[src/source/rv_pkg.sv]
// shared types, opcodes and stage payloads of the rv32i pipeline, compiled ahead of the RTL
package rv_pkg;

	typedef logic [31:0] data_t;
	typedef logic [4:0] r_t;

	typedef struct packed {
		logic [6:0] funct7;
		r_t rs2;
		r_t rs1;
		logic [2:0] funct3;
		r_t rd;
		logic [6:0] opcode;
	} instr_t;

	// execute operand and store data source
	typedef enum logic [1:0] {
		FWD_NONE,
		FWD_EX_MEM,
		FWD_MEM_WB
	} fwd_sel_t;

	// decode compare source
	typedef enum logic [1:0] {
		BFWD_RF,
		BFWD_EX,
		BFWD_MEM,
		BFWD_WB
	} branch_fwd_t;

	localparam logic [6:0] OP_ALU = 7'b0110011;
	localparam logic [6:0] OP_ALUI = 7'b0010011;
	localparam logic [6:0] OP_LUI = 7'b0110111;
	localparam logic [6:0] OP_LOAD = 7'b0000011;
	localparam logic [6:0] OP_STORE = 7'b0100011;
	localparam logic [6:0] OP_BRANCH = 7'b1100011;
	localparam logic [6:0] OP_JAL = 7'b1101111;

	// addi x0, x0, 0
	localparam data_t NOP_INSTR = 32'h0000_0013;

	localparam int IMEM_WORDS = 64;
	localparam int DMEM_WORDS = 64;
	localparam int IMEM_AW = $clog2(IMEM_WORDS);
	localparam int DMEM_AW = $clog2(DMEM_WORDS);

	// instr is the last field of every stage payload, so a bubble is NOP_INSTR zero-extended
	typedef struct packed {
		data_t pc;
		data_t pc_p4;
		instr_t instr;
	} if_id_t;

	typedef struct packed {
		data_t pc_p4;
		data_t rs1;
		data_t rs2;
		data_t imm;
		instr_t instr;
	} id_ex_t;

	typedef struct packed {
		data_t pc_p4;
		data_t alu_result;
		data_t rs2;
		logic rd_wren;
		instr_t instr;
	} ex_mem_t;

	typedef struct packed {
		data_t pc_p4;
		data_t alu_result;
		data_t mem_data;
		logic rd_wren;
		instr_t instr;
	} mem_wb_t;

	// instruction types that write rd
	function automatic logic writes_rd(instr_t i);
		return i.opcode inside {OP_ALU, OP_ALUI, OP_LUI, OP_LOAD, OP_JAL};
	endfunction

endpackage

[src/source/pipe_reg.sv]
// stage register between two pipeline stages, instantiated once per stage payload type
`timescale 1ns/1ps

module pipe_reg #(
	parameter type payload_t = rv_pkg::data_t
) (
	input logic clk,
	input logic arst_n,
	input logic flush,
	input logic en,
	input payload_t d,
	output payload_t q
);
	import rv_pkg::*;

	always_ff @(posedge clk or negedge arst_n) begin
		if (!arst_n) begin
			q <= payload_t'($bits(payload_t)'(NOP_INSTR));
		end else if (flush) begin
			// bubble, NOP in instr and rd_wren low
			q <= payload_t'($bits(payload_t)'(NOP_INSTR));
		end else if (en) begin
			q <= d;
		end
	end

	// the hazard unit never asks to hold and squash the same stage at once
	a_flush_not_held : assert property (@(posedge clk) disable iff (!arst_n) !(flush && !en));

endmodule

[config.mk]
export PLATFORM = sky130hd
export DESIGN_NAME = pipe_reg
export DESIGN_NICKNAME = d
export VERILOG_FILES = /design/src/source/rv_pkg.sv /design/src/source/pipe_reg.sv
export SDC_FILE = /design/constraint.sdc
export NUM_CORES = 1
export LEC_CHECK = 0
export CAP_MARGIN = 5
export CORE_ASPECT_RATIO = 2
export CORE_MARGIN = 2
export CORE_UTILIZATION = 45
export CTS_CLUSTER_DIAMETER = 40
export DETAILED_ROUTE_END_ITERATION = 6
export DONT_BUFFER_PORTS = 1
export SYNTH_ARGS = -nofsm -noshare
export SYNTH_HDL_FRONTEND = slang
export SYNTH_SLANG_ARGS = --single-unit
[constraint.sdc]
create_clock -name clk -period 0.9 [get_ports clk]
set_input_delay 0.045 -clock clk [delete_from_list [all_inputs] [get_ports clk]]
set_output_delay 0.045 -clock clk [all_outputs]
set_load 0.005 [all_outputs]
==> impl_metrics.ini <==
[finish]
postLayoutCellArea_um2 = 1415
multi_input_area_um2 = 444.2
regMostFlops = q
fin_util_pct = 51.08
fin_nets = 141
area.sequential_um2 = 804.5
fin_cells = 135
area_delta_synth_final_pct = 7.001
reg_top3 = q: 32 flops
nFillCells = 254
layout_common_cells = 29 x mux2i_1, 29 x nor2_1, 29 x dfrtp_1
largest_register_ffs = 32
diodes = 0
drive_above_1_share_pct = 10.38

[place]
dp.cells = 125
gp_congestion = 0.6176
postPlaceCellArea_um2 = 1285
dp_slack_ns = 0.08346
port_buffers = 0

[global_route]
antenna_found_initial = 0
grt_max_degree = 36
grt_pass1_wl_mm = 3.346
overflow = 0
grt_pass1_vias = 773
track_usage_pct = 13.20

[clock_network]
cts_buffer_depth = 2
cts_tree = done
cts.clk_slew.worst_paths_ns = 0.06
cts-root-buf = clkbuf_8
clock_latency_ns = 0.27
htreeDepth = 2
cts_hold_buf = 2
numCtsBuffers = 5
clock-sinks = 32
post_cts_resized = 0

[worst_setup_path]
crit_arrival_ns = 0.81
end_kind = primary output
worstPathRequired_ns = 0.85
crit_path_start_kind = flip-flop
path_class = reg2out
critPathMaxFanout = 2

[timing]
period_share_pct = 95.22
hold_viol = 32
tns_ns = 0
setup_violations = 0
worst_slack_ns = 0.04301
fmax_mhz = 1167
final_max_slew_viol_count = 0
hold_slack_ns = -0.1708
slew_headroom_pct = 89.84
rsz0062_at_grt = false
tightest_slew_ns = 0.1482
skew_ns = 0
period_needed_ns = 0.8570

[die]
rows = 27
die_h_um = 80.67
io_pins = 68
initial_core_util_pct = 47.74
coreArea_um2 = 2770
die-area_um2 = 3415
die_width_um = 42.34

[power_and_ir_drop]
ir_worst_vdd_mv = 1.385
power_density_nw_per_um2 = 2074
leakage_nw = 0.7230
power.total_mw = 2.934

[yosys]
yosys.cell_types.count = 11
ys.warnings.count = 0
ys_seq_elements = 32
syn_nets = 139
synthTopCellsByArea = dfrtp_1 55%, mux2i_1 22%, nor2_1 8.2%
synth_area_um2 = 1323
synth_top_area_share_pct = 54.87
yosysTopAreaCell = dfrtp_1
syn_area_per_cell_um2 = 12.84
ys_seq_area_share_pct = 60.83
syn_inst = 103

[route]
vias = 751
wirelength_mm = 2.119
vias_per_cell = 5.563
wl_per_cell_um = 15.70
drc = 0
drt_iter0_drc = 12
dr.pass1.iters = 2
antenna_left = 0

[min_path]
hold_class = in2reg

[job]
cap_violations = 0

[status]
failed_checks = negative hold slack
outcome = finished with violations
power breakdown:
group | switching [mW] | internal, mW
Sequential | 0.0608 | 1.53
Clock | 0.473 | 0.697
Combinational | 0.0742 | 0.101
Total | 0.608 | 2.33
synth_stat cells:
library cell,n
nor2_1,29
buf_12,1
dfrtp_1,29
buf_2,1
buf_6,1
a211o_1,3
mux2i_1,29
dfstp_2,3
clkbuf_1,2
buf_8,2
nor2b_1,3
area by class of cell:
cell class	instances	area share, %
well taps	29	2.564
flip-flops and latches	32	56.85
clock buffers	8	7.073
multi-input cells	64	31.39
repair buffers	2	2.122
cell families (layout without fill, tap and decap cells):
kind of cell           Yosys count  in the layout  synth area share (%)
flip-flops                      32             32                 60.83
AND/OR/NAND/NOR                 32             32                 9.650
multiplexers                    29             29                 21.95
buffers and inverters            7             10                 5.582
AO/OA/AOI/OAI                    3              3                 1.987
per-layer routing:
layer  wire length, um  global-route usage [%]
met2              1072                   22.46
met3               238                   5.169
met1               748                   12.92
met4                60                   8.438
met5                 0                       0
final timing paths:
check / start / end / slack [ns] / cells after the start
setup / recovery: q[1]$_DFFE_PN1P_ / q[1] / 0.04 / 0
hold / removal: flush / q[27]$_DFFE_PN0P_ / -0.17 / 1
setup reg to reg: q[1]$_DFFE_PN1P_ / q[1]$_DFFE_PN1P_ / 0.08 / 2
hold reg to reg: q[18]$_DFFE_PN0P_ / q[18]$_DFFE_PN0P_ / 0.55 / 2
max in group asynchronous: arst_n / q[4]$_DFFE_PN1P_ / 0.44 / 2
min in group asynchronous: arst_n / q[28]$_DFFE_PN0P_ / 0.22 / 2
timing repair:
action	4_1_cts	5_1_grt
buffers inserted	0	0
endpoints found under the setup margin	0	0
hold endpoints to repair	64	32
(Power assumes the default switching activity.)
