`src/source/rv_pkg.sv`:
```
// shared types, opcodes and stage payloads of the rv32i pipeline, compiled ahead of the RTL
package rv_pkg;

	typedef logic [31:0] data_t;
	typedef logic [4:0] r_t;

	typedef struct packed {
		logic [6:0] funct7;
		r_t rs2;
		r_t rs1;
		logic [2:0] funct3;
		r_t rd;
		logic [6:0] opcode;
	} instr_t;

	// execute operand and store data source
	typedef enum logic [1:0] {
		FWD_NONE,
		FWD_EX_MEM,
		FWD_MEM_WB
	} fwd_sel_t;

	// decode compare source
	typedef enum logic [1:0] {
		BFWD_RF,
		BFWD_EX,
		BFWD_MEM,
		BFWD_WB
	} branch_fwd_t;

	localparam logic [6:0] OP_ALU = 7'b0110011;
	localparam logic [6:0] OP_ALUI = 7'b0010011;
	localparam logic [6:0] OP_LUI = 7'b0110111;
	localparam logic [6:0] OP_LOAD = 7'b0000011;
	localparam logic [6:0] OP_STORE = 7'b0100011;
	localparam logic [6:0] OP_BRANCH = 7'b1100011;
	localparam logic [6:0] OP_JAL = 7'b1101111;

	// addi x0, x0, 0
	localparam data_t NOP_INSTR = 32'h0000_0013;

	localparam int IMEM_WORDS = 64;
	localparam int DMEM_WORDS = 64;
	localparam int IMEM_AW = $clog2(IMEM_WORDS);
	localparam int DMEM_AW = $clog2(DMEM_WORDS);

	// instr is the last field of every stage payload, so a bubble is NOP_INSTR zero-extended
	typedef struct packed {
		data_t pc;
		data_t pc_p4;
		instr_t instr;
	} if_id_t;

	typedef struct packed {
		data_t pc_p4;
		data_t rs1;
		data_t rs2;
		data_t imm;
		instr_t instr;
	} id_ex_t;

	typedef struct packed {
		data_t pc_p4;
		data_t alu_result;
		data_t rs2;
		logic rd_wren;
		instr_t instr;
	} ex_mem_t;

	typedef struct packed {
		data_t pc_p4;
		data_t alu_result;
		data_t mem_data;
		logic rd_wren;
		instr_t instr;
	} mem_wb_t;

	// instruction types that write rd
	function automatic logic writes_rd(instr_t i);
		return i.opcode inside {OP_ALU, OP_ALUI, OP_LUI, OP_LOAD, OP_JAL};
	endfunction

endpackage

```
`src/source/memory.sv`:
```
// data memory, read with the execute-stage address so the word is ready in the memory stage
`timescale 1ns/1ps

module memory (
	input logic clk,
	input rv_pkg::data_t addr,
	input rv_pkg::ex_mem_t in,
	input logic store_x,
	input rv_pkg::data_t mem_mem_fwd_data,
	input rv_pkg::fwd_sel_t fwd_m2m,
	output rv_pkg::data_t data_out
);
	import rv_pkg::*;

	data_t dmem [DMEM_WORDS];
	data_t store_data;

	// a load one slot ahead hands over its word as it leaves for write-back
	assign store_data = (fwd_m2m == FWD_NONE) ? in.rs2 : mem_mem_fwd_data;

	// store commits at the end of execute, so a following load reads it
	always_ff @(posedge clk) begin
		if (store_x) begin
			dmem[addr[DMEM_AW+1:2]] <= store_data;
		end
		data_out <= dmem[addr[DMEM_AW+1:2]];
	end

endmodule

```
`config.mk`:
```
export PLATFORM = sky130hd
export DESIGN_NAME = memory
export DESIGN_NICKNAME = d
export VERILOG_FILES = /design/src/source/rv_pkg.sv /design/src/source/memory.sv
export SDC_FILE = /design/constraint.sdc
export NUM_CORES = 2
export LEC_CHECK = 0
export BUFFER_PORTS_ARGS = -buffer_cell sky130_fd_sc_hd__buf_2
export CAP_MARGIN = 20
export CORE_UTILIZATION = 30
export CTS_CLUSTER_DIAMETER = 100
export DETAILED_ROUTE_END_ITERATION = 8
export GPL_TIMING_DRIVEN = 0
export PLACE_DENSITY = 0.5
export SLEW_MARGIN = 15
export SYNTH_ARGS = -nofsm -noshare
export SYNTH_HDL_FRONTEND = slang
export SYNTH_SLANG_ARGS = --single-unit
export TNS_END_PERCENT = 50
```
`constraint.sdc`:
```
create_clock -name clk -period 11.13 [get_ports clk]
set_clock_uncertainty 0.15 [all_clocks]
set_input_delay 1.6695 -clock clk [delete_from_list [all_inputs] [get_ports clk]]
set_output_delay 1.6695 -clock clk [all_outputs]
set_load 0.05 [all_outputs]
```
==> reports/metrics.csv <==
stage;metric;value;unit
global_route;grt_pass1_vias;44100;
sta;setup_viol;0;
die;die_h;517;um
power_and_ir_drop;ir_drop;172;uV
sta;max_slew.worst_pin.slew;1150;ps
die;core;263000;um2
placed_design;dp_hpwl;183000;um
worst_setup_path;worstPathMaxFanout;17;
worst_setup_path;crit_path_start_kind;primary input;
layout;fin_nets;4817;
power_and_ir_drop;p_comb_share;7.0;%
layout;area_growth_syn_to_layout;18.5;%
sta;slew_violations;0;
worst_setup_path;cp_slowest_cell;nor2_4;
layout;final_cell_mix;edfxtp_1, mux2i_1, clkbuf_16;
worst_setup_path;cp.required;11510;ps
global_route;grt_usage;19.8;%
power_and_ir_drop;switching_share;23.4;%
routing;wl_met2;123000;um
clock_network;htree_levels;4;
worst_setup_path;critPathCaptureType;flip-flop;
global_route;grt_max_degree;65;
power_and_ir_drop;pwr-share-clk;41.6;%
die;placementRows;188;
flow_run;maxCapViolCount;0;
routing;top_layer_used;met5;
yosys;ys_seq_area_share;78.1;%
routing;wl;268000;um
routing;drt-met1-wl;111000;um
yosys;ys.flop_type;edfxtp_1;
clock_network;cts_sinks;2080;
worst_setup_path;slowest_delay;970;ps
global_route;gr-total-overflow;0;
status;status;finished, final reports clean;
routing;wl_met3;22100;um
die;ioPinCount;229;
sta;fin_crit_sh;50.0;%
yosys;ys_warn_count;0;
routing;dr_total_vias;44800;
global_route;grt_pass1_wl;366000;um
yosys;synth_nets;4396;
sta;fmax;0.180;GHz
die;initial_utilization;30.2;%
clock_network;clock_latency;890;ps
sta;hold_violations;0;
routing;viasPerCell;5.38;
clock_network;clk_pin_slew;60;ps
min_path;holdCritPathClass;reg2reg;
sta;maxSlewHeadroom;23.6;%
yosys;synthCells;4199;
routing;drtAntennaViolNets;0;
worst_setup_path;cp_data_arrival_time;5940;ps
yosys;postSynth.asyncResetShare;0;%
yosys;netlist_area;79500;um2
global_route;antenna_found_initial;31;
power_and_ir_drop;power.share.sequential;51.3;%
routing;post-route-drc-count;0;
power_and_ir_drop;power_density;181;nW/um2
sta;hold_ws;597;ps
clock_network;cts-root-buf;clkbuf_16;
power_and_ir_drop;p_leak;29.8;nW
yosys;syn_avg_cell_area;18.9;um2
routing;drtIter0Drc;5738;
layout;fillCellCount;24600;
yosys;synth_edf_count;2048;
routing;wl_per_cell;32.1;um
die;dieArea;267000;um2
yosys;synth_cell_types;56;
layout;multi_input_area;16400;um2
power_and_ir_drop;p_sw;4.00;mW
clock_network;hold_buffers;0;
sta;fin_crit;5570;ps
sta;setup_tns;0;ps
worst_setup_path;crit_type;in2reg;
clock_network;cts_buffers;217;
layout;layout_commonest_cell;edfxtp_1;
yosys;synth-seq-cells;2080;
worst_setup_path;crit_chain;buf_2 > buf_6 > buf_6 > buf_6 > buf_4 > buf_2 > buf_2 > nand3_1 > nor2_4 > buf_12;
placed_design;gp_congestion;0.928;
clock_network;post_cts_resized;0;
routing;drtPass1Iterations;5;
layout;seq_area;62100;um2
die;fp.dieW;517;um
placed_design;buffer_ports.inserted;102;
power_and_ir_drop;intPower;13.1;mW
sta;rsz0062_at_grt;false;
clock_network;post_cts_buffers;0;
clock_network;cts_tree;yes;
clock_network;cts_buffer_depth;3;
layout;drive_gt1_share;21.8;%
## critical path, delay by kind of cell
family	cells	cell delay (ps)
and+or+nand+nor	2	1720
buffers and inverters	8	2450
## area by class of cell
| type | instances | area share, % |
|---|---|---|
| well taps | 3515 | 4.67 |
| plain buffers | 288 | 1.72 |
| repair buffers | 202 | 2.92 |
| diodes | 11 | 0.0292 |
| clock buffers | 260 | 5.98 |
| flip-flops and latches | 2080 | 65.9 |
| clock inverters | 142 | 1.37 |
| multi-input cells | 1828 | 17.4 |
| inverters | 3 | 0.0119 |
## layer usage
metal,up-vias,track usage (%)
li1,18400,-
met4,6,7.68
met1,23800,26.7
met2,2164,31.2
met5,-,0
met3,478,4.30
## registers in the layout, summed over array words and instances, names as in the netlist
name / flops
data_out: 32
dmem: 2048
## power groups by stage
stage | sequential (mW) | combinational, mW | clock (mW)
6_report | 8.76 | 1.20 | 7.10
5_1_grt | 8.76 | 1.24 | 7.49
4_1_cts | 8.76 | 1.19 | 7.20
3_3_place_gp | 8.93 | 1.12 | 0
2_1_floorplan | 8.99 | 0.529 | 0
3_5_place_dp | 8.92 | 1.19 | 0
## synth_stat cells, drive strengths merged (33+ instances only)
master | instances | area share, %
edfxtp | 2048 | 77
a22o | 72 | 0.79
nand2 | 60 | 0.29
mux4 | 155 | 4.4
buf | 188 | 1.6
mux2 | 140 | 2.0
a221oi | 178 | 2.0
mux2i | 247 | 3.1
a22oi | 176 | 1.7
clkbuf | 100 | 0.47
o221ai | 33 | 0.36
o21ai | 124 | 0.78
a21oi | 140 | 0.88
o22ai | 81 | 0.64
o211ai | 44 | 0.42
nand3 | 35 | 0.22
nor2 | 184 | 0.88
## cells by family after synthesis
logic type	after synthesis	synth area share, %
flops	2080	78.1
compound gates	931	8.38
mux	542	9.48
simple gates	355	1.97
buf+inv	291	2.04
## through the flow
| stage | instance area [um2] | utilization (%) | std cells | power [mW] | setup slack (ps) |
|---|---|---|---|---|---|
| after floorplan | 79500 | - | 4199 | 9.52 | 6340 |
| after global placement | 84400 | 32.1 | 7816 | 10.1 | 2810 |
| after detailed placement | 87300 | 33.2 | 7913 | 10.1 | 4840 |
| after CTS | 94200 | 35.8 | 8315 | 17.1 | 5730 |
| after global routing | 94200 | 35.8 | 8321 | 17.5 | 5610 |
| final | 94300 | 35.8 | 8329 | 17.1 | 5560 |
## worst paths after layout
check	depth (start not counted)	from	slack (ps)	endpoint
max reg2reg	6	dmem[60][30]	8120	data_out[30]
max	10	addr[4]	5560	dmem[38][7]
min reg2reg	4	dmem[31][20]	600	data_out[20]
min	4	dmem[31][20]	600	data_out[20]
Power figures use the tool's default switching activity.
