## src/source/rv_pkg.sv

```systemverilog
// shared types, opcodes and stage payloads of the rv32i pipeline, compiled ahead of the RTL
package rv_pkg;

	typedef logic [31:0] data_t;
	typedef logic [4:0] r_t;

	typedef struct packed {
		logic [6:0] funct7;
		r_t rs2;
		r_t rs1;
		logic [2:0] funct3;
		r_t rd;
		logic [6:0] opcode;
	} instr_t;

	// execute operand and store data source
	typedef enum logic [1:0] {
		FWD_NONE,
		FWD_EX_MEM,
		FWD_MEM_WB
	} fwd_sel_t;

	// decode compare source
	typedef enum logic [1:0] {
		BFWD_RF,
		BFWD_EX,
		BFWD_MEM,
		BFWD_WB
	} branch_fwd_t;

	localparam logic [6:0] OP_ALU = 7'b0110011;
	localparam logic [6:0] OP_ALUI = 7'b0010011;
	localparam logic [6:0] OP_LUI = 7'b0110111;
	localparam logic [6:0] OP_LOAD = 7'b0000011;
	localparam logic [6:0] OP_STORE = 7'b0100011;
	localparam logic [6:0] OP_BRANCH = 7'b1100011;
	localparam logic [6:0] OP_JAL = 7'b1101111;

	// addi x0, x0, 0
	localparam data_t NOP_INSTR = 32'h0000_0013;

	localparam int IMEM_WORDS = 64;
	localparam int DMEM_WORDS = 64;
	localparam int IMEM_AW = $clog2(IMEM_WORDS);
	localparam int DMEM_AW = $clog2(DMEM_WORDS);

	// instr is the last field of every stage payload, so a bubble is NOP_INSTR zero-extended
	typedef struct packed {
		data_t pc;
		data_t pc_p4;
		instr_t instr;
	} if_id_t;

	typedef struct packed {
		data_t pc_p4;
		data_t rs1;
		data_t rs2;
		data_t imm;
		instr_t instr;
	} id_ex_t;

	typedef struct packed {
		data_t pc_p4;
		data_t alu_result;
		data_t rs2;
		logic rd_wren;
		instr_t instr;
	} ex_mem_t;

	typedef struct packed {
		data_t pc_p4;
		data_t alu_result;
		data_t mem_data;
		logic rd_wren;
		instr_t instr;
	} mem_wb_t;

	// instruction types that write rd
	function automatic logic writes_rd(instr_t i);
		return i.opcode inside {OP_ALU, OP_ALUI, OP_LUI, OP_LOAD, OP_JAL};
	endfunction

endpackage

```

## src/source/fetch.sv

```systemverilog
// fetch stage holding the PC and the instruction memory, loaded through its write port in reset
`timescale 1ns/1ps

module fetch (
	input logic clk,
	input logic arst_n,
	input rv_pkg::data_t pc_bj,
	input logic pc_sel,
	input logic stall,
	input logic imem_we,
	input rv_pkg::data_t imem_addr,
	input rv_pkg::data_t imem_wdata,
	output rv_pkg::if_id_t out
);
	import rv_pkg::*;

	data_t pc;
	data_t pc_p4;
	data_t imem [IMEM_WORDS];

	assign pc_p4 = pc + 32'd4;

	// static not-taken, decode redirects on taken branch or jal
	always_ff @(posedge clk or negedge arst_n) begin
		if (!arst_n) begin
			pc <= '0;
		end else if (!stall) begin
			pc <= pc_sel ? pc_bj : pc_p4;
		end
	end

	// byte address, one word per clock
	always_ff @(posedge clk) begin
		if (imem_we) begin
			imem[imem_addr[IMEM_AW+1:2]] <= imem_wdata;
		end
	end

	always_comb begin
		out.pc = pc;
		out.pc_p4 = pc_p4;
		out.instr = instr_t'(imem[pc[IMEM_AW+1:2]]);
	end

	a_pc_aligned : assert property (@(posedge clk) disable iff (!arst_n) pc[1:0] == 2'b00);

endmodule

```

## config.mk

```make
export PLATFORM = sky130hd
export DESIGN_NAME = fetch
export DESIGN_NICKNAME = d
export VERILOG_FILES = /design/src/source/rv_pkg.sv /design/src/source/fetch.sv
export SDC_FILE = /design/constraint.sdc
export NUM_CORES = 2
export LEC_CHECK = 0
export BUFFER_PORTS_ARGS = -buffer_cell sky130_fd_sc_hd__buf_2
export CAP_MARGIN = 25
export CORE_UTILIZATION = 55
export CTS_CLUSTER_SIZE = 14
export DETAILED_ROUTE_END_ITERATION = 16
export PLACE_DENSITY = 0.76
export SYNTH_ARGS = -nofsm -noshare
export SYNTH_HDL_FRONTEND = slang
export SYNTH_SLANG_ARGS = --single-unit
```

## constraint.sdc

```tcl
create_clock -name clk -period 7 [get_ports clk]
set_input_delay 0.7 -clock clk [delete_from_list [all_inputs] [get_ports clk]]
set_output_delay 0.7 -clock clk [all_outputs]
set_load 0.1 [all_outputs]
```

==> metrics.csv <==
stage,metric,value,unit
sta,fin_worst_skew,0.0251,ns
synth,yosysSeqAreaShare,77.1,%
power,total_power,0.0284,W
critical_path,critPathRequiredTime,6.30,ns
placed_design,portBuffers,170,
floorplan,initial_core_util,55.4,%
sta,clock.fmax,180,MHz
cts,cts-root-buf,clkbuf_16,
critical_path,worstPathArrival,4.85,ns
route,dr.pass1.iters,6,
cts,cts-buffers-inserted,194,
layout,post-route-util,62.5,%
synth,synth_cell_type_count,68,
floorplan,chipHeight,385,um
global_routing,grt_pass1_wl,283000,um
global_routing,grt_pass1_vias,40465,
cts,cts_setup_buffers,0,
route,vias,40338,
floorplan,pin_count,197,
power,p_leak,28.8,nW
cts,clk_latency,0.82,ns
sta,drv_slew,0,
route,drc,0,
layout,layout-drive-gt1-share,29.4,%
global_routing,grt_antenna_before_repair,15,
sta,layout_worst_path_cycle_share,79.3,%
sta,worstMarginPinSlew,1.14,ns
global_routing,gr-total-overflow,0,
critical_path,crit_type,flop to output pin,
critical_path,cp_max_fo,26,
route,finalWirelength,199000,um
layout,num-nets-final,4096,
placed_design,dpl-instance-area,0.0845,mm2
critical_path,startpoint_type,flop,
floorplan,rows,140,
cts,max-clock-path-buffers,3,
synth,syn_area_per_cell,21.9,um2
floorplan,dieArea,0.148,mm2
synth,synth_warnings,0,
sta,final-hold-violation-count,0,
critical_path,end_kind,output pin,
route,drt_iter0_markers,5396,
placed_design,dp_hpwl,106000,um
floorplan,die_x,385,um
layout,register_area,0.0623,mm2
power,p_per_area,312,mW/mm2
global_routing,grtUsageTotal,27.1,%
synth,synth_area,0.0808,mm2
sta,maxSlewHeadroom,23.8,%
synth,ys_seq_elements,2080,
layout,multi_input_area,0.0178,mm2
layout,fillCellCount,9444,
synth,synth_edf_count,2048,
route,ant_nets,0,
cts,cts_tree,done,
critical_path,rrSetupSlack,3.40,ns
power,ir_worst_vdd,0.278,mV
placed_design,globalplace.congestion,0.824,
route,viasPerCell,6.65,
sta,rsz0062_at_grt,false,
layout,layout-area-overhead-vs-synth,12.7,%
layout,design_area,0.0910,mm2
synth,async_reset_ff_share,1.54,%
cts,cts-htree-levels,4,
sta,finalSetupViolCount,0,
sta,fin_setup_tns,0,ns
global_routing,grt_max_degree,120,
floorplan,core,0.146,mm2
synth,syn_nets,3796,
cts,clkTransAtPathRegs,0.06,ns
synth,synth_ff_type,edfxtp_1,
synth,syn_inst,3694,
cts,cts_resized,0,
worst_hold_path,hp-class,input pin to flop,
run,maxCapViolCount,0,
route,wl_per_cell,32.8,um
sta,period_needed,5.55,ns
cts,cts.sinks,2080,
run_status,status,"finished, final reports clean",
==> what timing repair did <==
| action | in CTS | in global routing |
|---|---|---|
| hold buffers | 1 | 0 |
| hold endpoints to repair | 32 | 0 |
| setup endpoints to repair | 0 | 0 |
==> report_power, final <==
part	total (W)	leakage (nW)	internal [W]	switching [W]
clock network	0.0100	2.91	0.00557	0.00444
logic	0.00443	7.12	0.00144	0.00299
registers	0.0139	18.8	0.0138	0.000142
total	0.0284	28.8	0.0208	0.00758
==> stage by stage <==
step	cells	hold slack (ns)	worst slack (ns)
6_report	6069	0.106	1.45
2_1_floorplan	3694	0.404	1.75
5_1_grt	6064	0.0752	1.41
3_3_place_gp	5686	0.503	2.43
3_5_place_dp	5687	0.516	2.39
4_1_cts	6035	0.0504	1.51
==> routing by layer <==
metal	track usage, %	part of all wire [%]	vias up
met5	0	0.026	-
met4	11.0	4.1	10
met3	6.27	11	422
met2	43.0	49	2494
met1	36.6	37	21256
li1	-	-	16156
==> flip-flops by register name, indices dropped and copies added, names as in the netlist <==
name and flops:
imem 2048, pc 32
==> cell families after synthesis <==
logic type	Yosys count	synth area share, %
adder cells (fa/ha/maj)	1	0.0155
XOR/XNOR	28	0.304
AND/OR/NAND/NOR	425	2.36
buffers and inverters	233	1.47
AO/OA/AOI/OAI	277	2.70
multiplexers	650	16.0
flip-flops	2080	77.1
==> synthesized netlist by cell type, types with 22 or more instances <==
cell	count	area share (%)
mux2_2	30	0.42
edfxtp_1	2048	76
mux2i_1	108	1.3
o221ai_1	31	0.34
nor2_1	130	0.60
mux4_2	512	14
clkbuf_1	97	0.45
a31o_1	23	0.25
buf_2	51	0.32
nand3_1	37	0.23
buf_4	38	0.35
a221oi_1	25	0.27
o21ai_0	28	0.17
a311oi_1	24	0.26
nand2_1	174	0.81
o2bb2ai_1	58	0.63
buf_1	22	0.10
dfrtp_1	32	0.99
==> final timing paths <==
| path | startpoint | end | cells after the start |
|---|---|---|---|
| max | pc[5] | out[31] | 7 |
| max in group asynchronous | arst_n | pc[3] | 2 |
| max reg2reg | pc[2] | pc[30] | 7 |
| min reg2reg | pc[1] | pc[1] | 1 |
| min | pc_bj[1] | pc[1] | 2 |
| min in group asynchronous | arst_n | pc[31] | 2 |
==> cell usage in the layout (no fill, tap or decap), types with 11 or more instances in the layout <==
cell / instances
nor2_4: 63
nand3_1: 37
clkbuf_16: 198
o221ai_1: 31
buf_12: 39
mux2i_1: 108
xor2_1: 18
nand2_1: 174
nor2_1: 67
a31oi_1: 11
clkinv_1: 40
buf_4: 115
o2bb2ai_1: 58
clkinv_2: 32
a311oi_1: 24
a221oi_1: 25
edfxtp_1: 2048
nor2b_1: 15
a21oi_1: 18
clkbuf_1: 53
o21ai_0: 28
nor3_1: 13
a31o_1: 23
buf_2: 170
dfrtp_1: 26
mux4_2: 512
mux2_2: 30
==> cell type report <==
type | count | share of cell area [%]
diodes | 7 | 0.0192
flip-flops and latches | 2080 | 68.5
multi-input cells | 1381 | 19.5
repair buffers | 326 | 2.78
clock buffers | 253 | 5.69
inverters | 11 | 0.0508
clock inverters | 94 | 0.829
well taps | 1917 | 2.63
==> worst max-delay path, stage by stage, from the launching register on <==
cell,delay [ns]
dfrtp_4,0.79
buf_4,0.57
or3b_2,0.91
buf_4,0.37
nor2_1,0.08
a311oi_1,0.50
a31o_1,0.32
buf_2,0.46
No activity file was read; power rests on OpenSTA's default activity.
