--- src/source/rv_pkg.sv ---
// shared types, opcodes and stage payloads of the rv32i pipeline, compiled ahead of the RTL
package rv_pkg;

	typedef logic [31:0] data_t;
	typedef logic [4:0] r_t;

	typedef struct packed {
		logic [6:0] funct7;
		r_t rs2;
		r_t rs1;
		logic [2:0] funct3;
		r_t rd;
		logic [6:0] opcode;
	} instr_t;

	// execute operand and store data source
	typedef enum logic [1:0] {
		FWD_NONE,
		FWD_EX_MEM,
		FWD_MEM_WB
	} fwd_sel_t;

	// decode compare source
	typedef enum logic [1:0] {
		BFWD_RF,
		BFWD_EX,
		BFWD_MEM,
		BFWD_WB
	} branch_fwd_t;

	localparam logic [6:0] OP_ALU = 7'b0110011;
	localparam logic [6:0] OP_ALUI = 7'b0010011;
	localparam logic [6:0] OP_LUI = 7'b0110111;
	localparam logic [6:0] OP_LOAD = 7'b0000011;
	localparam logic [6:0] OP_STORE = 7'b0100011;
	localparam logic [6:0] OP_BRANCH = 7'b1100011;
	localparam logic [6:0] OP_JAL = 7'b1101111;

	// addi x0, x0, 0
	localparam data_t NOP_INSTR = 32'h0000_0013;

	localparam int IMEM_WORDS = 64;
	localparam int DMEM_WORDS = 64;
	localparam int IMEM_AW = $clog2(IMEM_WORDS);
	localparam int DMEM_AW = $clog2(DMEM_WORDS);

	// instr is the last field of every stage payload, so a bubble is NOP_INSTR zero-extended
	typedef struct packed {
		data_t pc;
		data_t pc_p4;
		instr_t instr;
	} if_id_t;

	typedef struct packed {
		data_t pc_p4;
		data_t rs1;
		data_t rs2;
		data_t imm;
		instr_t instr;
	} id_ex_t;

	typedef struct packed {
		data_t pc_p4;
		data_t alu_result;
		data_t rs2;
		logic rd_wren;
		instr_t instr;
	} ex_mem_t;

	typedef struct packed {
		data_t pc_p4;
		data_t alu_result;
		data_t mem_data;
		logic rd_wren;
		instr_t instr;
	} mem_wb_t;

	// instruction types that write rd
	function automatic logic writes_rd(instr_t i);
		return i.opcode inside {OP_ALU, OP_ALUI, OP_LUI, OP_LOAD, OP_JAL};
	endfunction

endpackage

--- src/source/execute.sv ---
// execute stage with operand forwarding and the ALU
`timescale 1ns/1ps

module execute (
	input rv_pkg::id_ex_t in,
	input rv_pkg::fwd_sel_t fwd_a,
	input rv_pkg::fwd_sel_t fwd_b,
	input rv_pkg::data_t ex_ex_fwd_data,
	input rv_pkg::data_t mem_ex_fwd_data,
	output rv_pkg::ex_mem_t out
);
	import rv_pkg::*;

	data_t op_a;
	data_t rs2_fwd;
	data_t op_b;
	data_t alu;

	always_comb begin
		case (fwd_a)
			FWD_EX_MEM: op_a = ex_ex_fwd_data;
			FWD_MEM_WB: op_a = mem_ex_fwd_data;
			default: op_a = in.rs1;
		endcase
		case (fwd_b)
			FWD_EX_MEM: rs2_fwd = ex_ex_fwd_data;
			FWD_MEM_WB: rs2_fwd = mem_ex_fwd_data;
			default: rs2_fwd = in.rs2;
		endcase
		op_b = (in.instr.opcode == OP_ALU) ? rs2_fwd : in.imm;
	end

	always_comb begin
		case (in.instr.funct3)
			3'b000: begin
				// sub only for register form
				if (in.instr.opcode == OP_ALU && in.instr.funct7[5]) begin
					alu = op_a - op_b;
				end else begin
					alu = op_a + op_b;
				end
			end
			3'b010: alu = {31'b0, $signed(op_a) < $signed(op_b)};
			3'b100: alu = op_a ^ op_b;
			3'b110: alu = op_a | op_b;
			3'b111: alu = op_a & op_b;
			default: alu = op_a + op_b;
		endcase
		case (in.instr.opcode)
			OP_LOAD, OP_STORE: out.alu_result = op_a + op_b;
			OP_LUI: out.alu_result = in.imm;
			// link value, so later stages can forward it like any result
			OP_JAL: out.alu_result = in.pc_p4;
			default: out.alu_result = alu;
		endcase
		out.pc_p4 = in.pc_p4;
		out.rs2 = rs2_fwd;
		out.rd_wren = writes_rd(in.instr);
		out.instr = in.instr;
	end

endmodule

--- config.mk ---
export PLATFORM = sky130hd
export DESIGN_NAME = execute
export DESIGN_NICKNAME = d
export VERILOG_FILES = /design/src/source/rv_pkg.sv /design/src/source/execute.sv
export SDC_FILE = /design/constraint.sdc
export NUM_CORES = 1
export LEC_CHECK = 0
export ABC_AREA = 1
export BUFFER_PORTS_ARGS = -buffer_cell sky130_fd_sc_hd__buf_2
export CORE_AREA = 2 2 151 153
export DETAILED_ROUTE_END_ITERATION = 10
export DIE_AREA = 0 0 153 155
export PLACE_DENSITY = 0.71
export SYNTH_ARGS = -nofsm -noshare
export SYNTH_HDL_FRONTEND = slang
export SYNTH_SLANG_ARGS = --single-unit
export TNS_END_PERCENT = 10
--- constraint.sdc ---
create_clock -name vclk -period 7.18
set_input_delay 1.795 -clock vclk [all_inputs]
set_output_delay 1.795 -clock vclk [all_outputs]
set_load 0.01 [all_outputs]
==> results.txt <==
- Most prevalent standard cell on the critical path: nand2_1
- Data required time at the worst endpoint: around 5.4 ns
- RSZ-0062 raised after global routing: true
- I/O pin count: about 360
- The startpoint identified for the worst hold timing path is in[11].
- Signed area change from the synthesized netlist to the final layout: 23.6%
- After floorplanning, the core was divided into 55 placement rows.
* Max-Slew Margin vs Limit: 24.4%
* Share of Yosys cell area claimed by the top area cell type: 23.8%
* Type of the setup path with the least slack: in -> out
- Before antenna repair, the detailed router went through 6 iterations.
- Most instantiated library cell after synthesis: nand2_1
- After detailed routing, the number of remaining DRC violations is 0.
- For this block, the via count after detailed routing is 13900.
- Achievable clock frequency: 142 MHz
* Pin count of the biggest net entering global routing: 34
* DRC marker count from the first detailed-route iteration: 1653
* Setup Total Neg Slack: 0 ns
- Endpoint class of the critical path: output pin
- Routed wire length: between 50000 and 60000 um
- Cell leakage power: 7.34 nW
- Hold Worst Slack: 3.59 ns
- Maximum cell stage delay along the critical path: 0.48 ns
- Core Footprint: 22200 um^2
* Die Area: between 20000 and 25000 um^2
* Path type of the worst min-delay path: in -> out
* Transition time of the tightest slew-check pin: 1.13 ns
- Number of standard cells after synthesis: between 1500 and 2000
* Cell types with the largest area share after synthesis: nand2_1 24%, inv_1 15%, ha_1 13%
- The via count of the first global-routing pass is between 10000 and 15000.
- Once detailed placement completed, the half-perimeter wirelength came to between 40000 and 50000 um.
- Fill cells in the final layout number 2495.
- The worst hold path passes through 0 cells.
* Crit-path cells: buf_2 > inv_1 > ha_1 > buf_6 > a221o_1 > o21ai_1 > o21ai_0 > ha_1 > o21ai_0 > a21oi_1 > nand2_1 > a21oi_1 > nand3_1 > nand2_1 > nand2_1 > nand3_1 > nand2_1 > nand2_1 > buf_2
- Hold Violations, Final: 0
- The die is roughly 150 um wide.
- Min Tclk post-route: roughly 7 ns
- For this configuration, the core starts out at a cell density of 43.8%.
- Max-cap violations in this run came to 0.
- In the finished layout, the clock tree contains a buffer count of 0.
- IO Port Bufs: approximately 320
- Yosys mapped the design onto 47 distinct sky130hd cell types.
- The flow ran to the end, and the final reports show no timing, DRC or antenna violations.
- The worst setup path is launched from an input pin.
- Worst-case hold path end point: out[11]
- Number of nets in the layout: 2524
* Library cell occupying the most area in the post-synthesis netlist: nand2_1
- Once detail routing completed, the nets flagged for antenna violations numbered 0.
* Initial antenna violation count: 2
* Chip height: 155 um
* Post-synthesis area per instance: 5.10 um^2
- GR Overflow Total: 0
- For this design the ratio of total power to cell area is 131 nW/um^2.
- Final-report max-slew violation count: 0
- In this run the cell area of the synthesized design comes to just under 10000 um^2.
- Slowest stage cell, crit path: ha_1
- Along the worst path, the maximum fanout reaches 17.
* Top cells by instance count after synthesis: 616 x nand2_1, 381 x inv_1, 130 x nand3_1
- Final weighted congestion in routability-driven placement: between 1 and 1.5
- After clock tree synthesis, the flow added hold-fix buffers numbering 0.
- Average vias per placed instance: 5.60
- Sequential cell area fraction in the yosys report: 0%
- Detail-routed net length per standard cell: 20.7 um
- Critical path data arrival time: 5.26 ns
- Maximum resistive drop on vdd: 0.0000644 V
* Final clock period utilization by the worst path: approximately 100%
- Yosys warns: 0
- Setup violations remaining at the end of the flow were counted as 0.
- Synthesis produced a netlist with a net count of 2236.
- Sequential cell area: 0 um^2
* Total track usage: 40.6%
- Wire length of the first global-routing pass: between 70000 and 80000 um
* Ratio of cells with drive above 1 in the final layout: between 20% and 30%
- Total number of sequential cells: 0
[how the worst max path moves through the flow]
stage	start	endpoint	slack, ns	cells past startpoint
2_1_floorplan	fwd_b[0]	out[95]	0.57	26
3_3_place_gp	fwd_b[0]	out[65]	-0.01	24
3_5_place_dp	fwd_b[0]	out[65]	-0.03	24
4_1_cts	fwd_b[0]	out[83]	0.02	21
5_1_grt	fwd_b[0]	out[65]	-0.03	24
6_report	fwd_b[0]	out[65]	0.13	19
[cell type report]
type,instances,area [um^2],share of cell area (%)
Antenna cell,2,5.00,0.0416
Inverter,384,1440,12.0
Multi-Input combinational cell,1375,7660,63.7
Tap cell,285,357,2.97
Timing Repair Buffer,433,2560,21.3
[logic make-up after synthesis]
logic type | synth area share [%]
and+or+nand+nor | 38.3
xor gates and xnor gates | 1.98
adders and majority gates | 13.3
buffers and inverters | 23.7
AOI/OAI and AO/OA | 22.7
[layout by cell type (no fill, tap or decap), types with 3 or more instances in the layout]
master	netlist	layout
a211oi_1	16	16
a21oi_1	53	51
a21oi_2	1	3
a221o_1	64	64
a221oi_1	8	8
a22o_1	6	6
and3_1	3	3
buf_12	0	7
buf_2	24	315
buf_4	70	109
ha_1	100	84
ha_2	0	10
ha_4	0	6
inv_1	381	381
nand2_1	616	612
nand2_2	6	9
nand3_1	130	128
nand3_2	1	3
nand4_1	13	13
nor2_1	117	111
nor2_2	4	8
nor2_4	1	3
nor3_1	12	11
o211ai_1	12	12
o21ai_0	128	93
o21ai_1	7	31
o21ai_2	0	10
o21bai_1	11	11
o22ai_1	24	24
xor2_1	20	18
[critical path: cells and delay by family]
kind,cells,cell delay (ns)
AOI/OAI and AO/OA,6,1.52
buffers and inverters,4,0.44
and+or+nand+nor,7,0.66
adders and majority gates,2,0.81
[where the power goes]
| group | total, mW | internal, mW | switching [mW] |
|---|---|---|---|
| Clock | 0.0000000374 | 0.0000000374 | 0 |
| Combinational | 1.58 | 0.567 | 1.01 |
| Sequential | 0 | 0 | 0 |
[what timing repair did]
action                                  in CTS  in global routing
endpoints found under the hold margin        0                  0
pin swaps                                    0                  8
endpoints found under the setup margin       3                 27
setup buffers                                0                  4
gates resized for setup                      2                 89
[per-stage QoR]
stage	cells	instance area (um^2)	power, mW	worst slack, ns	utilization, %
after floorplan	1906	9730	0.883	0.565	-
after global placement	2473	11800	1.46	-0.0140	52.9
after detailed placement	2473	11800	1.46	-0.0275	52.9
after CTS	2473	11800	1.47	0.0215	52.9
after global routing	2477	12000	1.70	-0.0304	54.1
final	2479	12000	1.58	0.127	54.1
[layer usage]
layer  share of wire, %  wire length [um]  GRT usage (%)
met3                 14              7260           13.9
met4                4.0              2050           12.8
met5               0.10                51           1.24
met2                 41             20800           60.1
met1                 41             21100           55.2
Power figures use the tool's default switching activity.
