### src/source/rv_pkg.sv
// shared types, opcodes and stage payloads of the rv32i pipeline, compiled ahead of the RTL
package rv_pkg;

	typedef logic [31:0] data_t;
	typedef logic [4:0] r_t;

	typedef struct packed {
		logic [6:0] funct7;
		r_t rs2;
		r_t rs1;
		logic [2:0] funct3;
		r_t rd;
		logic [6:0] opcode;
	} instr_t;

	// execute operand and store data source
	typedef enum logic [1:0] {
		FWD_NONE,
		FWD_EX_MEM,
		FWD_MEM_WB
	} fwd_sel_t;

	// decode compare source
	typedef enum logic [1:0] {
		BFWD_RF,
		BFWD_EX,
		BFWD_MEM,
		BFWD_WB
	} branch_fwd_t;

	localparam logic [6:0] OP_ALU = 7'b0110011;
	localparam logic [6:0] OP_ALUI = 7'b0010011;
	localparam logic [6:0] OP_LUI = 7'b0110111;
	localparam logic [6:0] OP_LOAD = 7'b0000011;
	localparam logic [6:0] OP_STORE = 7'b0100011;
	localparam logic [6:0] OP_BRANCH = 7'b1100011;
	localparam logic [6:0] OP_JAL = 7'b1101111;

	// addi x0, x0, 0
	localparam data_t NOP_INSTR = 32'h0000_0013;

	localparam int IMEM_WORDS = 64;
	localparam int DMEM_WORDS = 64;
	localparam int IMEM_AW = $clog2(IMEM_WORDS);
	localparam int DMEM_AW = $clog2(DMEM_WORDS);

	// instr is the last field of every stage payload, so a bubble is NOP_INSTR zero-extended
	typedef struct packed {
		data_t pc;
		data_t pc_p4;
		instr_t instr;
	} if_id_t;

	typedef struct packed {
		data_t pc_p4;
		data_t rs1;
		data_t rs2;
		data_t imm;
		instr_t instr;
	} id_ex_t;

	typedef struct packed {
		data_t pc_p4;
		data_t alu_result;
		data_t rs2;
		logic rd_wren;
		instr_t instr;
	} ex_mem_t;

	typedef struct packed {
		data_t pc_p4;
		data_t alu_result;
		data_t mem_data;
		logic rd_wren;
		instr_t instr;
	} mem_wb_t;

	// instruction types that write rd
	function automatic logic writes_rd(instr_t i);
		return i.opcode inside {OP_ALU, OP_ALUI, OP_LUI, OP_LOAD, OP_JAL};
	endfunction

endpackage

### src/source/decode.sv
// decode stage with register file, immediates and early branch/jump resolution
`timescale 1ns/1ps

module decode (
	input logic clk,
	input logic arst_n,
	input rv_pkg::if_id_t in,
	input rv_pkg::data_t wd,
	input rv_pkg::r_t waddr,
	input logic wren,
	input rv_pkg::data_t ex_data,
	input rv_pkg::data_t mem_data,
	input rv_pkg::data_t wb_data,
	input rv_pkg::branch_fwd_t fwd_rs1,
	input rv_pkg::branch_fwd_t fwd_rs2,
	output rv_pkg::data_t pc_bj,
	output logic pc_sel,
	output rv_pkg::id_ex_t out
);
	import rv_pkg::*;

	data_t rf [32];
	data_t raw;
	data_t imm_b;
	data_t imm_j;
	data_t cmp_a;
	data_t cmp_b;
	logic taken;

	// falling-edge write, a read later in the same cycle sees it
	always_ff @(negedge clk or negedge arst_n) begin
		if (!arst_n) begin
			for (int i = 0; i < 32; i++) begin
				rf[i] <= '0;
			end
		end else if (wren && waddr != '0) begin
			rf[waddr] <= wd;
		end
	end

	always_comb begin
		raw = in.instr;
		imm_b = {{19{raw[31]}}, raw[31], raw[7], raw[30:25], raw[11:8], 1'b0};
		imm_j = {{11{raw[31]}}, raw[31], raw[19:12], raw[20], raw[30:21], 1'b0};
		case (in.instr.opcode)
			OP_ALUI, OP_LOAD: out.imm = {{20{raw[31]}}, raw[31:20]};
			OP_STORE: out.imm = {{20{raw[31]}}, raw[31:25], raw[11:7]};
			OP_LUI: out.imm = {raw[31:12], 12'b0};
			OP_BRANCH: out.imm = imm_b;
			OP_JAL: out.imm = imm_j;
			default: out.imm = '0;
		endcase
		out.pc_p4 = in.pc_p4;
		out.rs1 = rf[in.instr.rs1];
		out.rs2 = rf[in.instr.rs2];
		out.instr = in.instr;
	end

	// compare operands, possibly forwarded from later stages
	always_comb begin
		case (fwd_rs1)
			BFWD_EX: cmp_a = ex_data;
			BFWD_MEM: cmp_a = mem_data;
			BFWD_WB: cmp_a = wb_data;
			default: cmp_a = out.rs1;
		endcase
		case (fwd_rs2)
			BFWD_EX: cmp_b = ex_data;
			BFWD_MEM: cmp_b = mem_data;
			BFWD_WB: cmp_b = wb_data;
			default: cmp_b = out.rs2;
		endcase
		// funct3 bit 0 picks bne over beq
		taken = in.instr.funct3[0] ? (cmp_a != cmp_b) : (cmp_a == cmp_b);
		pc_sel = (in.instr.opcode == OP_BRANCH && taken) || in.instr.opcode == OP_JAL;
		pc_bj = in.pc + ((in.instr.opcode == OP_JAL) ? imm_j : imm_b);
	end

endmodule

### config.mk
export PLATFORM = sky130hd
export DESIGN_NAME = decode
export DESIGN_NICKNAME = d
export VERILOG_FILES = /design/src/source/rv_pkg.sv /design/src/source/decode.sv
export SDC_FILE = /design/constraint.sdc
export NUM_CORES = 2
export LEC_CHECK = 0
export ABC_AREA = 1
export BUFFER_PORTS_ARGS = -buffer_cell sky130_fd_sc_hd__buf_2
export CAP_MARGIN = 40
export CORE_UTILIZATION = 50
export DETAILED_ROUTE_END_ITERATION = 6
export GPL_ROUTABILITY_DRIVEN = 0
export HOLD_SLACK_MARGIN = 0.1
export PLACE_DENSITY_LB_ADDON = 0.15
export SLEW_MARGIN = 40
export SYNTH_ARGS = -nofsm -noshare
export SYNTH_HDL_FRONTEND = slang
export SYNTH_SLANG_ARGS = --single-unit
### constraint.sdc
create_clock -name clk -period 6 [get_ports clk]
set_clock_uncertainty 0.15 [all_clocks]
set_input_delay 1.2 -clock clk [delete_from_list [all_inputs] [get_ports clk]]
set_output_delay 1.2 -clock clk [all_outputs]
set_load 0.01 [all_outputs]
==> impl_metrics.py <==
metrics = {
    "routing": {
        "met1Wirelength_mm": 95.7,
        "routed-wl-met3_mm": 30.6,
        "route.detailed.vias_per_inst": 6.09,
        "drcViolationCount": 1,
        "drt_iter0_drc": 9632,
        "detail-route-antenna-nets": 0,
        "drt_pre_antenna_iters": 7,
        "route.met2.wl_mm": 113,
        "route.vias.total": 67971,
        "route.top_layer_used": "met5",
        "wire_length_per_cell_after_detailed_routing_um": 23.5,
        "finalWirelength_mm": 262,
    },
    "placement": {
        "buffer_ports.inserted": 362,
        "dp_hpwl_mm": 157,
        "dpl.cell_count": 10869,
        "preCtsSetupSlack_ps": -1290,
    },
    "logic_synthesis": {
        "postSynthCellCount": 9236,
        "syn-cell-area_um2": 61800,
        "synth_top_area_share_pct": 41.5,
        "top_area_cells_in_the_synthesized_netlist": "sky130_fd_sc_hd__dfrtn_1 41%, sky130_fd_sc_hd__nand2_1 23%, sky130_fd_sc_hd__nand3_1 14%",
        "yosys_warnings": 0,
        "syn-mean-instance-area_um2": 6.69,
        "synth.net_count": 9504,
        "netlist.top_cell.by_area": "sky130_fd_sc_hd__dfrtn_1",
        "yosysUniqueCellTypes": 41,
        "ffs_latches_synth": 1024,
        "share_of_synthesized_area_occupied_by_flip_flops_and_latches_pct": 41.5,
    },
    "critical_path": {
        "worst_ep_arrival_ps": 6160,
        "worstSetupEndpointType": "output pin",
        "critical_path_peak_fanout": 3,
        "worst_setup_path_start_kind": "flop",
        "setup.worst_path.class": "reg -> out",
        "worst_ep_required_time_ps": 4650,
    },
    "timing": {
        "max_slew_margin_pct": 43.5,
        "rsz0062_at_grt": "true",
        "final_hold_viol_count": 0,
        "report.final.setup_viol": 65,
        "tightest_slew_ps": 839,
        "hold_slack_ps": 198,
        "setup_ws_ps": -1510,
        "finalMaxSlewViolations": 0,
    },
    "finish": {
        "fillCellCount": 11104,
        "layout.nets": 9714,
        "largest_registers_in_the_final_layout": "rf x1024",
        "top_register": "rf",
        "layout-drive-gt1-share_pct": 16.9,
        "multi_input_gate_area_um2": 33200,
        "synthToLayoutAreaGrowth_pct": 21.1,
        "largest_register_ffs": 1024,
        "layoutNonFillerInstCount": 11167,
        "layout.area.seq_um2": 25600,
    },
    "global_route": {
        "grt_pass1_wl_mm": 389,
        "groute.usage.overall_pct": 40.6,
        "number_of_antenna_violations_at_the_first_check_in_global_routing": 4,
        "first_global_vias": 63399,
        "global_route.overflow_total": 0,
        "largest_net_degree_at_the_start_of_global_routing": 105,
    },
    "worst_hold_path": {
        "hold_path_class": "reg -> reg",
    },
    "clocking": {
        "clk_latency_ps": 700,
        "numCtsBuffers": 115,
        "cts_htree_levels": 3,
        "tritoncts": "done",
        "ctsRootBufferMaster": "sky130_fd_sc_hd__clkbuf_16",
        "postCtsHoldBufs": 0,
        "clkSinkCount": 1024,
        "cts_max_path_buffers": 3,
        "clkSlewWorstSetupHoldPaths_ps": 50,
    },
    "status": {
        "violations": "DRC, setup timing",
        "result_of_the_run": "finished with violations",
    },
    "floorplan": {
        "io_pins": 429,
        "die_area_um2": 125000,
        "floorplan.initialDensity_pct": 50.6,
        "core_um2": 122000,
        "floorplan.die.width_um": 354,
        "floorplan.rows": 128,
        "die_height_um": 354,
    },
    "power_and_ir_drop": {
        "peakVddDrop_mv": 0.261,
        "p_per_area_nw_per_um2": 303,
        "leakage_uw": 0.0367,
    },
    "flow_run": {
        "max_cap_violations": 0,
    },
}
[path summary, 6_finish.rpt]
check | to | start | slack (ps) | cells after the start
setup reg to reg | rf[599] | rf[599] | 4890 | 4
hold reg to reg | rf[999] | rf[999] | 200 | 0
hold / removal | rf[999] | rf[999] | 200 | 0
min in group asynchronous | rf[709] | arst_n | 3180 | 1
max in group asynchronous | rf[851] | arst_n | 1550 | 3
setup / recovery | pc_sel | rf[71] | -1510 | 20
[through the flow]
stage          total power, µW  cell area (µm²)  setup TNS (ps)  util [%]
2_1_floorplan            12500            61800               0         -
3_3_place_gp             14300            67700           -1360      55.4
3_5_place_dp             14500            67700           -1290      55.4
4_1_cts                  22200            73000          -28060      59.7
5_1_grt                  23700            74900          -30920      61.3
6_report                 22600            74900          -26640      61.3
[Yosys cell counts, drive strengths merged]
master	count
a211oi	2
a21boi	9
a21o	3
a21oi	232
a221oi	18
a31oi	6
and2	2
buf	468
clkbuf	383
clkinv	13
dfrtn	1024
fa	1
ha	31
inv	243
nand2	3858
nand3	1716
nand3b	2
nand4	4
nor2	223
nor3	12
nor3b	1
nor4	1
o2111ai	2
o211ai	12
o21a	1
o21ai	896
o21bai	1
o221ai	10
o22ai	33
o31ai	1
xnor2	12
xor2	16
[what timing repair did]
| item | 4_1_cts | 5_1_grt |
|---|---|---|
| gates resized for setup | 340 | 344 |
| setup endpoints to repair | 65 | 73 |
| cloned | 0 | 0 |
| buffers inserted | 28 | 91 |
| pin swaps | 227 | 284 |
[area by class of cell]
cell class	instances	share of cell area (%)
antenna	1	0.00334
timing repair buffer	944	11.8
multi-input combinational	7105	44.4
tap	1625	2.72
sequential	1024	34.2
clock buffer	166	4.42
inverter	256	1.49
clock inverter	46	0.918
[cells by family after synthesis]
kind of cell / Yosys count / share of synthesized area [%]
flops: 1024 / 41.5
xor+xnor: 28 / 0.397
buf+inv: 1107 / 8.27
fa+ha+maj: 32 / 0.660
compound gates: 1226 / 10.3
simple gates: 5819 / 38.9
[where the power goes]
part           internal [µW]  total [µW]  switching [µW]
sequential              8340        9390            1050
clock                   4470        7580            3110
combinational           2310        5670            3360
total                  15100       22600            7520
[layout by cell type (no fill, tap or decap), types with 10 or more instances in the layout]
cell type and count:
sky130_fd_sc_hd__a221oi_1 18, sky130_fd_sc_hd__buf_12 159, sky130_fd_sc_hd__dfrtn_1 1024, sky130_fd_sc_hd__nor2_1 208, sky130_fd_sc_hd__nand3_1 1504, sky130_fd_sc_hd__ha_1 31
sky130_fd_sc_hd__o21ai_0 890, sky130_fd_sc_hd__clkbuf_16 115, sky130_fd_sc_hd__clkbuf_1 27, sky130_fd_sc_hd__buf_4 365, sky130_fd_sc_hd__clkbuf_8 24, sky130_fd_sc_hd__bufinv_16 15
sky130_fd_sc_hd__buf_2 291, sky130_fd_sc_hd__nand3_4 23, sky130_fd_sc_hd__nor2_4 10, sky130_fd_sc_hd__nor3_1 12, sky130_fd_sc_hd__a21oi_1 232, sky130_fd_sc_hd__xor2_1 16
sky130_fd_sc_hd__nand2_2 110, sky130_fd_sc_hd__buf_6 124, sky130_fd_sc_hd__clkinv_1 11, sky130_fd_sc_hd__o22ai_1 33, sky130_fd_sc_hd__o221ai_1 10, sky130_fd_sc_hd__nand2_1 3680
sky130_fd_sc_hd__xnor2_1 12, sky130_fd_sc_hd__inv_1 174, sky130_fd_sc_hd__inv_2 32, sky130_fd_sc_hd__clkinv_2 23, sky130_fd_sc_hd__nand3_2 189, sky130_fd_sc_hd__nand2_4 66
sky130_fd_sc_hd__o211ai_1 12, sky130_fd_sc_hd__inv_4 28
[per-layer routing]
layer  GRT usage, %  vias to the layer above
met1           49.7                    31804
met3           9.72                     1140
met2           62.0                     4584
met5              0                        -
li1               -                    30437
met4           30.5                        6
[critical path: stages, from the launching register on]
cell and delay, ps:
sky130_fd_sc_hd__dfrtn_1 430, sky130_fd_sc_hd__nand2_1 60, sky130_fd_sc_hd__nand3_1 110, sky130_fd_sc_hd__nand3_1 90, sky130_fd_sc_hd__nand2_1 90, sky130_fd_sc_hd__nand2_1 60, sky130_fd_sc_hd__nand3_1 110, sky130_fd_sc_hd__nand2_2 80
sky130_fd_sc_hd__buf_12 150, sky130_fd_sc_hd__a21boi_2 130, sky130_fd_sc_hd__nand2_1 80, sky130_fd_sc_hd__nand2_2 80, sky130_fd_sc_hd__nand2_2 80, sky130_fd_sc_hd__nor2_4 180, sky130_fd_sc_hd__nand2_4 110, sky130_fd_sc_hd__nor2_4 120
sky130_fd_sc_hd__buf_12 130, sky130_fd_sc_hd__nand3_1 90, sky130_fd_sc_hd__nand3_2 90, sky130_fd_sc_hd__nand2_2 60, sky130_fd_sc_hd__buf_6 120
Power figures use the tool's default switching activity.
